===== src/fetch_params.svh =====
////////////////////////////////////////////////////////////
// Architectural constants of the fetch stage
// Include wherever a width, depth or encoding is needed
////////////////////////////////////////////////////////////
`ifndef FETCH_PARAMS_SVH
`define FETCH_PARAMS_SVH

// Instruction and PC width
`define WORD_W 16

// Instruction memory depth in words
`define IMEM_WORDS 256
`define IMEM_AW $clog2(`IMEM_WORDS)

// Decode destinations remembered for RAW checks
`define RAW_WINDOW 3

// Edges from halt issue to dump request
`define DUMP_DELAY 5

// Bubble encoding
`define NOP_WORD 16'h0800

`endif


===== src/fetch_pkg.sv =====
////////////////////////////////////////////////////////////
// Shared types of the fetch stage
// Referenced by scoped name from every RTL file
////////////////////////////////////////////////////////////
`include "fetch_params.svh"

package fetch_pkg;

   ////////////////////////////////////////////////////////////
   // Instruction word
   ////////////////////////////////////////////////////////////

   // Register format with function field
   typedef struct packed {
      logic [4:0] opcode;
      logic [2:0] rs;
      logic [2:0] rt;
      logic [2:0] rd;
      logic [1:0] funct;
   } r_fmt_t;

   // Immediate format
   typedef struct packed {
      logic [4:0] opcode;
      logic [2:0] rs;
      logic [2:0] rt;
      logic [4:0] imm;
   } i_fmt_t;

   // Same 16 bits seen through either format
   typedef union packed {
      r_fmt_t r_fmt;
      i_fmt_t i_fmt;
   } instr_t;

   ////////////////////////////////////////////////////////////
   // Stage payloads
   ////////////////////////////////////////////////////////////

   // Destination register reported by decode
   typedef struct packed {
      logic       valid;
      logic [2:0] idx;
   } reg_dst_t;

   // Word handed to decode with its incremented PC
   typedef struct packed {
      instr_t              instr;
      logic [`WORD_W-1:0] pc_p2;
   } fetch_out_t;

endpackage


===== src/instr_mem.sv =====
////////////////////////////////////////////////////////////
// Word-organized instruction memory
// Asynchronous read for fetch, clocked write for program load
////////////////////////////////////////////////////////////
`timescale 1ns/1ps
`include "fetch_params.svh"

module instr_mem (
   input  logic                      clk,
   input  logic [`IMEM_AW-1:0]       word_addr,
   output fetch_pkg::instr_t         rd_data,
   input  logic                      prog_we,
   input  logic [`IMEM_AW-1:0]       prog_addr,
   input  fetch_pkg::instr_t         prog_data
);

   // Storage array
   // No reset, contents come from the load port
   fetch_pkg::instr_t mem [`IMEM_WORDS];

   ////////////////////////////////////////////////////////////
   // Read side
   ////////////////////////////////////////////////////////////

   // Zero-cycle read at the current word address
   assign rd_data = mem[word_addr];

   ////////////////////////////////////////////////////////////
   // Load side
   ////////////////////////////////////////////////////////////

   // Write lands on the edge
   // Visible to the read port right after
   always_ff @(posedge clk) begin
      if (prog_we) begin
         mem[prog_addr] <= prog_data;
      end
   end

endmodule


===== src/raw_hazard_detector.sv =====
////////////////////////////////////////////////////////////
// Read-after-write check for the word being fetched
// Compares used sources against recent decode destinations
////////////////////////////////////////////////////////////
`timescale 1ns/1ps
`include "fetch_params.svh"

module raw_hazard_detector (
   input  logic                clk,
   input  logic                arst_n,
   input  fetch_pkg::instr_t   instr,
   input  fetch_pkg::reg_dst_t dec_dst,
   output logic                raw_stall
);

   logic [4:0] opcode;
   logic       is_r_fmt;
   logic [2:0] rs;
   logic [2:0] rt;
   logic       rs_used;
   logic       rt_used;
   logic       rs_hit;
   logic       rt_hit;

   // Older decode destinations, entry 0 is one cycle back
   fetch_pkg::reg_dst_t hist_q [`RAW_WINDOW-1];

   ////////////////////////////////////////////////////////////
   // Source field decode
   ////////////////////////////////////////////////////////////

   assign opcode   = instr.i_fmt.opcode;

   // Register-register group
   assign is_r_fmt = (opcode[4:1] == 4'b1101);

   // Source fields sit at the same bits in both formats
   assign rs = instr.i_fmt.rs;
   assign rt = instr.i_fmt.rt;

   // No rs for halt/nop/misc group or for immediate jumps
   assign rs_used = (opcode[4:2] != 3'b000) &&
                    ({opcode[4:2], opcode[0]} != 4'b0010);

   // rt read by R-type ALU ops and by stores/compares
   assign rt_used = is_r_fmt || (opcode[4:2] == 3'b111);

   ////////////////////////////////////////////////////////////
   // Destination history
   ////////////////////////////////////////////////////////////

   // Shifts every cycle, stalls included
   always_ff @(posedge clk or negedge arst_n) begin
      if (!arst_n) begin
         for (int i = 0; i < `RAW_WINDOW-1; i++) begin
            hist_q[i] <= '0;
         end
      end else begin
         hist_q[0] <= dec_dst;
         for (int i = 1; i < `RAW_WINDOW-1; i++) begin
            hist_q[i] <= hist_q[i-1];
         end
      end
   end

   ////////////////////////////////////////////////////////////
   // Match
   ////////////////////////////////////////////////////////////

   // Current decode destination counts as the newest entry
   always_comb begin
      rs_hit = dec_dst.valid && (dec_dst.idx == rs);
      rt_hit = dec_dst.valid && (dec_dst.idx == rt);
      for (int i = 0; i < `RAW_WINDOW-1; i++) begin
         rs_hit = rs_hit || (hist_q[i].valid && (hist_q[i].idx == rs));
         rt_hit = rt_hit || (hist_q[i].valid && (hist_q[i].idx == rt));
      end
   end

   assign raw_stall = (rs_used && rs_hit) || (rt_used && rt_hit);

   // Halt, NOP and immediate-jump words read no register
   a_no_stall_without_src: assert property (
      @(posedge clk) disable iff (!arst_n)
      ((opcode[4:2] == 3'b000) || ({opcode[4:2], opcode[0]} == 4'b0010))
         |-> !raw_stall
   );

endmodule


===== src/fetch.sv =====
////////////////////////////////////////////////////////////
// Fetch control with PC, bubbles, halt and dump request
// Registers the issued word or a NOP toward decode
////////////////////////////////////////////////////////////
`timescale 1ns/1ps
`include "fetch_params.svh"

module fetch (
   input  logic                   clk,
   input  logic                   arst_n,
   input  logic                   pc_src,
   input  logic [`WORD_W-1:0]     jump_pc,
   output logic [`IMEM_AW-1:0]    word_addr,
   input  fetch_pkg::instr_t      instr,
   input  logic                   raw_stall,
   output fetch_pkg::fetch_out_t  fetch_out,
   output logic                   halted,
   output logic                   dump
);

   // PC wraps over twice the memory depth in bytes
   localparam logic [`WORD_W-1:0] PC_MASK = `WORD_W'(2 * `IMEM_WORDS - 1);

   logic [`WORD_W-1:0]    pc_q;
   logic [`WORD_W-1:0]    pc_p2;
   logic [`WORD_W-1:0]    pc_next;
   logic [4:0]            opcode;
   logic                  is_ctrl;
   logic                  is_halt;
   logic                  shadow_q;
   logic                  bubble;
   logic                  issue;
   logic                  halted_q;
   logic [`DUMP_DELAY-1:0] dump_sr;
   fetch_pkg::fetch_out_t out_d;

   ////////////////////////////////////////////////////////////
   // Decode of the fetched word
   ////////////////////////////////////////////////////////////

   // Opcode is common to both formats
   assign opcode  = instr.r_fmt.opcode;

   // Jump group 001xx and branch group 011xx
   assign is_ctrl = (opcode[4:2] == 3'b001) || (opcode[4:2] == 3'b011);
   assign is_halt = (opcode == 5'b00000);

   ////////////////////////////////////////////////////////////
   // Issue decision
   ////////////////////////////////////////////////////////////

   // Hazard or the slot right after a jump/branch
   assign bubble = raw_stall || shadow_q;

   // Nothing goes out once halted
   assign issue  = !bubble && !halted_q;

   ////////////////////////////////////////////////////////////
   // Program counter
   ////////////////////////////////////////////////////////////

   assign pc_p2     = (pc_q + `WORD_W'(2)) & PC_MASK;

   // Redirect only counts on an issue cycle
   assign pc_next   = (pc_src ? jump_pc : pc_p2) & PC_MASK;

   // Byte PC to word index
   assign word_addr = pc_q[`IMEM_AW:1];

   always_ff @(posedge clk or negedge arst_n) begin
      if (!arst_n) begin
         pc_q <= '0;
      end else if (issue) begin
         pc_q <= pc_next;
      end
   end

   ////////////////////////////////////////////////////////////
   // Control shadow and halt
   ////////////////////////////////////////////////////////////

   always_ff @(posedge clk or negedge arst_n) begin
      if (!arst_n) begin
         shadow_q <= 1'b0;
         halted_q <= 1'b0;
      end else begin
         // One bubble after every issued jump/branch
         shadow_q <= issue && is_ctrl;
         // Sticky until reset
         halted_q <= halted_q || (issue && is_halt);
      end
   end

   // Dump delay line fed by the halted level
   always_ff @(posedge clk or negedge arst_n) begin
      if (!arst_n) begin
         dump_sr <= '0;
      end else begin
         dump_sr <= {dump_sr[`DUMP_DELAY-2:0], halted_q};
      end
   end

   assign halted = halted_q;
   assign dump   = dump_sr[`DUMP_DELAY-1];

   ////////////////////////////////////////////////////////////
   // Output register
   ////////////////////////////////////////////////////////////

   // Issued word or NOP, always with PC+2
   assign out_d.instr = issue ? instr : fetch_pkg::instr_t'(`NOP_WORD);
   assign out_d.pc_p2 = pc_p2;

   always_ff @(posedge clk or negedge arst_n) begin
      if (!arst_n) begin
         fetch_out.instr <= fetch_pkg::instr_t'(`NOP_WORD);
         fetch_out.pc_p2 <= '0;
      end else begin
         fetch_out <= out_d;
      end
   end

   ////////////////////////////////////////////////////////////
   // Checks
   ////////////////////////////////////////////////////////////

   a_pc_even: assert property (
      @(posedge clk) disable iff (!arst_n)
      pc_q[0] == 1'b0
   );

   // Dump rises exactly DUMP_DELAY edges after halted rose
   a_dump_after_halt: assert property (
      @(posedge clk) disable iff (!arst_n)
      $rose(dump) |-> $past(halted, `DUMP_DELAY) && !$past(halted, `DUMP_DELAY + 1)
   );

   // Halt word itself goes out, then only NOPs
   a_nop_when_halted: assert property (
      @(posedge clk) disable iff (!arst_n)
      halted |=> (fetch_out.instr == `NOP_WORD)
   );

endmodule


===== src/fetch_subsystem.sv =====
////////////////////////////////////////////////////////////
// Fetch stage top with memory, RAW detector and control
////////////////////////////////////////////////////////////
`timescale 1ns/1ps
`include "fetch_params.svh"

module fetch_subsystem (
   input  logic                  clk,
   input  logic                  arst_n,
   input  logic                  pc_src,
   input  logic [`WORD_W-1:0]    jump_pc,
   input  fetch_pkg::reg_dst_t   dec_dst,
   input  logic                  prog_we,
   input  logic [`IMEM_AW-1:0]   prog_addr,
   input  fetch_pkg::instr_t     prog_data,
   output fetch_pkg::fetch_out_t fetch_out,
   output logic                  halted,
   output logic                  dump
);

   // Fetch address and returned word
   logic [`IMEM_AW-1:0] word_addr;
   fetch_pkg::instr_t   instr;
   // Same-cycle hazard level
   logic                raw_stall;

   instr_mem u_imem (
      .clk       (clk),
      .word_addr (word_addr),
      .rd_data   (instr),
      .prog_we   (prog_we),
      .prog_addr (prog_addr),
      .prog_data (prog_data)
   );

   raw_hazard_detector u_raw (
      .clk       (clk),
      .arst_n    (arst_n),
      .instr     (instr),
      .dec_dst   (dec_dst),
      .raw_stall (raw_stall)
   );

   fetch u_fetch (
      .clk       (clk),
      .arst_n    (arst_n),
      .pc_src    (pc_src),
      .jump_pc   (jump_pc),
      .word_addr (word_addr),
      .instr     (instr),
      .raw_stall (raw_stall),
      .fetch_out (fetch_out),
      .halted    (halted),
      .dump      (dump)
   );

endmodule


===== config.mk =====
export PLATFORM = sky130hd
export DESIGN_NAME = fetch_subsystem
export DESIGN_NICKNAME = d
export VERILOG_FILES = /design/src/fetch_pkg.sv /design/src/instr_mem.sv /design/src/raw_hazard_detector.sv /design/src/fetch.sv /design/src/fetch_subsystem.sv
export VERILOG_INCLUDE_DIRS = /design/src
export SDC_FILE = /design/constraint.sdc
export NUM_CORES = 2
export LEC_CHECK = 0
export ABC_CLOCK_PERIOD_IN_PS = 4700
export BUFFER_PORTS_ARGS = -buffer_cell sky130_fd_sc_hd__buf_2
export CAP_MARGIN = 10
export CORE_MARGIN = 2
export CORE_UTILIZATION = 50
export CTS_BUF_LIST = sky130_fd_sc_hd__clkbuf_8
export DETAILED_ROUTE_END_ITERATION = 12
export PLACE_DENSITY = 0.65
export SYNTH_ARGS = -nofsm -noshare
export SYNTH_HDL_FRONTEND = slang
export SYNTH_SLANG_ARGS = --single-unit

===== constraint.sdc =====
create_clock -name clk -period 4.7 [get_ports clk]
set_input_delay 0.235 -clock clk [delete_from_list [all_inputs] [get_ports clk]]
set_output_delay 0.235 -clock clk [all_outputs]
set_load 0.02 [all_outputs]

Word-level counts from Yosys, hierarchy flattened
Memory sizes are Yosys's and may differ from the RTL's.
Cells that the tools add are included.
- register bits: 49
- RAM bits: 4096
- input bits: 48
- output and inout bits: 34
- word-level logic and storage cells: 52
- memories: 1
- memories (name ; words ; bits a word ; read ports ; clocked after Yosys merged registers in ; write ports ; line ; RTL):
    u_imem.mem ; 256 ; 16 ; 1 ; 0 ; 1 ; instr_mem.sv:19 ; fetch_pkg::instr_t mem [`IMEM_WORDS];
- add/subtract/negate cells: 1
- eq/ne operators: 11
- multiplexer cells: 4
- reductions and logical operators: 25
- operators by type and width (cell ; count):
    $eq A3 B3 Y1 ; 6
    $mux W16 ; 1
    $logic_and A1 B1 Y1 ; 12
    $add A9 B2 Y9 const B ; 1
    $logic_or A1 B1 Y1 ; 9
    $mux W9 ; 1
    $logic_not A5 Y1 ; 1
    $eq A4 B4 Y1 const B ; 1
    $ne A4 B2 Y1 const B ; 1
    $eq A3 B1 Y1 const B ; 1
    $eq A3 B2 Y1 const B ; 1
    $eq A3 B3 Y1 const B ; 1
    $reduce_bool A3 Y1 ; 1
    $logic_not A1 Y1 ; 2
    $mux W1 ; 2

Longest topological paths before layout
An unclocked memory read counts as a cell.
- word-level depth: 12
- gate-level depth with buffers: 20
- depth with buffers taken out: 11

Hierarchy
From an unflattened synthesis, not the netlist that was laid out.
- cells, all modules: 7515
- area total of the unflattened synthesis: 160450.1 um^2
- by module, submodules not included (module ; instances ; cells each ; area each (um^2) ; sequential area each (um^2)):
    instr_mem ; 1 ; 7344 ; 158394.4 ; 122998.0
    fetch ; 1 ; 134 ; 1621.6 ; 1027.2
    raw_hazard_detector ; 1 ; 37 ; 434.2 ; 200.2

Least setup slack after synthesis
No wires, ideal clock.
- path kind: register to register
- from: reg u_fetch.pc_q[1]
- to: reg, netlist name u_fetch.fetch_out[16]
- library setup time: 120 ps
- arrival: 4178 ps
- data required time: 4580 ps
- setup slack: 403 ps
- cell stages (with the launch flop): 15
- path buffers: 9
- clock period less this slack: 4297 ps
- path through: dfrtp_1 buf_6 buf_12 buf_12 buf_6 buf_6 buf_6 buf_6 buf_6 buf_1 mux4_2 mux4_2 mux4_2 mux4_2 and3_1
- RTL lines (element ; line ; RTL):
    start, declared ; fetch.sv:24 ; logic [`WORD_W-1:0] pc_q;
    start signal, assigned ; fetch.sv:74 ; pc_q <= pc_next;

Worst setup path after layout
- from: reg u_fetch.pc_q[2]
- to: reg u_fetch.pc_q[0]
- cells in the longest elaborated chain, start to end: 10
- elaborated cells between the ends (all ways): 29
- those cells by class: eq/ne (9); reduce/logical (19); memory (1)
- ends and longest elaborated chain (element ; line ; RTL):
    $mem_v2 Z256 W16 * ; - ;
    $eq A3 B3 Y1 (on tied branches) ; - ;
    $logic_and A1 B1 Y1 (on tied branches) ; - ;
    $logic_or A1 B1 Y1 (on tied branches) (2 in series) ; raw_hazard_detector.sv:75, raw_hazard_detector.sv:76 ;
    $logic_and A1 B1 Y1 ; raw_hazard_detector.sv:80 ; assign raw_stall = (rs_used && rs_hit) || (rt_used && rt_hit);
    $logic_or A1 B1 Y1 * ; raw_hazard_detector.sv:80 ;
    $logic_or A1 B1 Y1 * ; fetch.sv:53 ; assign bubble = raw_stall || shadow_q;
    $logic_not A1 Y1 * ; fetch.sv:56 ; assign issue = !bubble && !halted_q;
    $logic_and A1 B1 Y1 * ; fetch.sv:56 ;
Every way passes the cells marked *; elsewhere a longest branch is shown, timed or not.
A chain may end at the register's enable or synchronous reset.

==> summary.txt <==
STA
  • Skew final: 0.0593 ns
  • Setup violations, final: 1
  • Final count of hold timing violations: 0
  • Final Critical Period: 4.74 ns
  • Final worst path period share: 1.01
  • Worst-margin pin slew: 1.45 ns
  • Hold Worst Slack: 0.0695 ns
  • Setup slack after layout: -0.0414 ns
  • Setup TNS: -0.0414 ns
  • Slew Viols, Final: 0
  • Max Clk Rate: 211 MHz
  • Rel. slew slack: 0.0323

Power
  • Power density over the cells: 578 mW/mm²
  • Internal power: 70.5 mW
  • P_sw: 35.7 mW
  • Clock share of power: 0.269
  • Lkg Pwr: 59.9 nW
  • VDD IR max: 0.000387 V
  • Share of power burned in registers: 0.388
  • Switching share of power: 0.336
  • Logic pwr share: 0.343

Worst setup path
  • Critical path's most frequent cell: buf_4
  • Slowest cell on the critical path: a222oi_1
  • Critical path fanouts, max: 11
  • Max incr delay on CP: 0.86 ns
  • CP Class: register to register
  • Worst r2r src: u_fetch.pc_q[2]$_DFFE_PN0N_
  • Crit start category: register
  • Register-to-Register Path Depth: 15
  • Worst Setup SP: u_fetch.pc_q[2]$_DFFE_PN0N_
  • R2r endpoint: u_fetch.pc_q[0]$_DFFE_PN0P_
  • Crit. End Element: register
  • Critical Path AT: 5.83 ns
  • R2R Setup Slk: -0.04 ns
  • Critical Path RT: 5.78 ns
  • Critical Path, Cell by Cell: buf_12 -> buf_4 -> mux4_2 -> mux2i_1 -> a22oi_1 -> buf_4 -> o41ai_1 -> a222oi_1 -> nand2_1 -> xor2_1 -> and4_4 -> a2111oi_4 -> buf_4 -> nand3_1 -> mux2_4

Clock network
  • TritonCTS buffer count: 655
  • Clk slew on worst S/H paths: 0.07 ns
  • Root buf cell: clkbuf_8
  • CTS tree: done
  • Clock Path Buffers: 4
  • # H-tree levels: 6
  • Num Clock Sinks: 4145
  • Clk Latency, worst-skew pair: 1.24 ns

Hold path
  • Hold path startpoint: prog_data[14]
  • Min-Delay Endpoint: u_imem.mem[236][14]$_DFFE_PP_
  • Worst hold path stage count: 2
  • HP Class: primary input to register

Placed design
  • GP Congestion: 0.932
  • Placed insts: 11600
  • Port bufs: 67
  • HPWL after DPL: 280000 µm
  • DP Area: 0.170 mm²

Logic synthesis
  • Synth Instances: 7052
  • Cell with the most instances after synthesis: edfxtp_1
  • Area leader, netlist: edfxtp_1
  • Post-Syn Area: 0.160 mm²
  • Part of the Yosys area used for sequential elements: 0.775
  • Synth top area share: 0.767
  • Yosys warning count: 0
  • Synth Register Bits: 4145
  • EDFF count, synth: 4096
  • Synth cell count leaders: 4096 x edfxtp_1, 1048 x mux4_2, 301 x mux2i_1, 297 x nor2_1, 200 x nand2_1
  • Mean area per synthesized cell: 22.7 µm²
  • Async SR Flop Fraction: 0.0118
  • Commonest register cell after synthesis: edfxtp_1
  • Area contributors post-synth: edfxtp_1 77%, mux4_2 15%, mux2i_1 1.9%
  • Synth cell types: 90

Routing
  • Routed wire length: 453000 µm
  • Drt first pass iters: 6
  • Initial drt markers: 12400
  • DR vias/cell: 6.35
  • Residual DRC: 0
  • Drt wl/cell: 35.1 µm
  • Post-DRT Antenna Nets: 0
  • DR vias: 82200

Status
  • Run status: finished with violations
  • Failing checks: setup timing

Floorplanning
  • Starting density of the core: 0.503
  • Row Count: 207
  • Core Region: 0.319 mm²
  • Die Footprint: 0.325 mm²
  • Die Span Y: 570 µm
  • Boundary pin count: 82
  • Die W: 570 µm

Cells and area
  • Layout cells sized above 1: 0.330
  • Layout Cells excl Fill: 12900
  • Nets: 8262
  • Synthesis-to-layout area growth: 14.6%
  • Fin area: 0.184 mm²

Global route
  • Total GRT Usage: 0.276
  • Antenna violations before repair: 35
  • Grt ovf: 0
  • First-pass GRT wire length: 625000 µm
  • Vias in the first global route: 80700
  • Pin count of the biggest net entering global routing: 150

Run
  • Max-Cap Viols: 0
[power by group through the flow]
stage | Clock [mW] | Combinational (mW) | Sequential (mW)
3_3_place_gp | 0 | 34.8 | 41.9
3_5_place_dp | 0 | 34.9 | 42.0
6_report | 28.5 | 36.4 | 41.2
4_1_cts | 28.9 | 35.2 | 41.2
5_1_grt | 30.5 | 37.3 | 41.2
2_1_floorplan | 0 | 19.8 | 41.8
[per-layer routing]
layer  share of wire  up-vias  track usage  routed length (µm)
li1                -    32400            -                   -
met1            0.38    43900        0.388              174000
met2            0.47     5084        0.424              212000
met3            0.10      819       0.0603               47300
met4           0.042        8        0.110               19200
met5         0.00064        -            0                 289
[state kept, by name, indices dropped and copies added (netlist names)]
| register | flops |
|---|---|
| u_fetch.halted | 1 |
| u_fetch.dump_sr | 5 |
| u_raw.hist_q | 8 |
| u_imem.mem | 4096 |
| u_fetch.pc_q | 9 |
| u_fetch.shadow_q | 1 |
| u_fetch.fetch_out | 25 |
[cells in the final DEF (no fill, tap or decap), types with 89 or more instances in the layout]
cell	synthesis	final
a22oi_1	91	89
buf_4	58	678
clkbuf_8	0	689
clkinv_1	1	128
edfxtp_1	4096	4096
inv_1	2	228
mux2i_1	301	300
mux4_2	1048	1048
nand2_1	200	198
nor2_1	297	235
[worst max-delay path, delay by kind of cell (launching register included)]
kind / cells / cell delay, ns
and+or+nand+nor: 3 / 0.54
DFF: 1 / 0.59
xor gates and xnor gates: 1 / 0.24
muxes: 3 / 0.82
buffers and inverters: 4 / 0.81
AOI/OAI and AO/OA: 4 / 1.57
[layout make-up]
cell class / count / area (µm²)
Clock inverter: 483 / 2670
Fill cell: 23000 / 135000
Tap cell: 4180 / 5230
Sequential cell: 4145 / 124000
Inverter: 7 / 43.8
Clock buffer: 677 / 9320
Multi-Input combinational cell: 2493 / 33800
Antenna cell: 35 / 87.6
Timing Repair Buffer: 911 / 8280
[worst max path at each step]
stage / to / cells past startpoint / slack [ns]
2_1_floorplan: u_fetch.fetch_out[16]$_DFF_PN0_ / 14 / 0.40
3_3_place_gp: u_fetch.pc_q[0]$_DFFE_PN0P_ / 16 / -0.24
3_5_place_dp: u_fetch.pc_q[1]$_DFFE_PN0N_ / 17 / -0.38
4_1_cts: u_fetch.pc_q[0]$_DFFE_PN0P_ / 16 / 0.004
5_1_grt: u_fetch.pc_q[0]$_DFFE_PN0P_ / 15 / -0.01
6_report: u_fetch.pc_q[0]$_DFFE_PN0P_ / 15 / -0.04
[metrics by stage]
stage          power [mW]   util  worst slack (ns)
2_1_floorplan        61.6      -             0.403
3_3_place_gp         76.7  0.534            -0.240
3_5_place_dp         76.9  0.534            -0.378
4_1_cts               105  0.574           0.00399
5_1_grt               109  0.576           -0.0117
6_report              106  0.577           -0.0414
[timing repair]
item | CTS | global route
pin swaps | 2 | 12
cloned | 0 | 9
buffers inserted | 1 | 24
hold buffers | 67 | 0
hold endpoints to repair | 4065 | 0
endpoints found under the setup margin | 26 | 23
resized for setup | 18 | 57
[logic make-up after synthesis]
| kind of cell | share of synthesized area |
|---|---|
| xor+xnor | 0.000929 |
| fa+ha+maj | 0.0000780 |
| buf+inv | 0.0176 |
| mux | 0.169 |
| simple gates | 0.0176 |
| flops | 0.775 |
| other cells | 0.0000234 |
| compound gates | 0.0197 |
(Power assumes the default switching activity.)
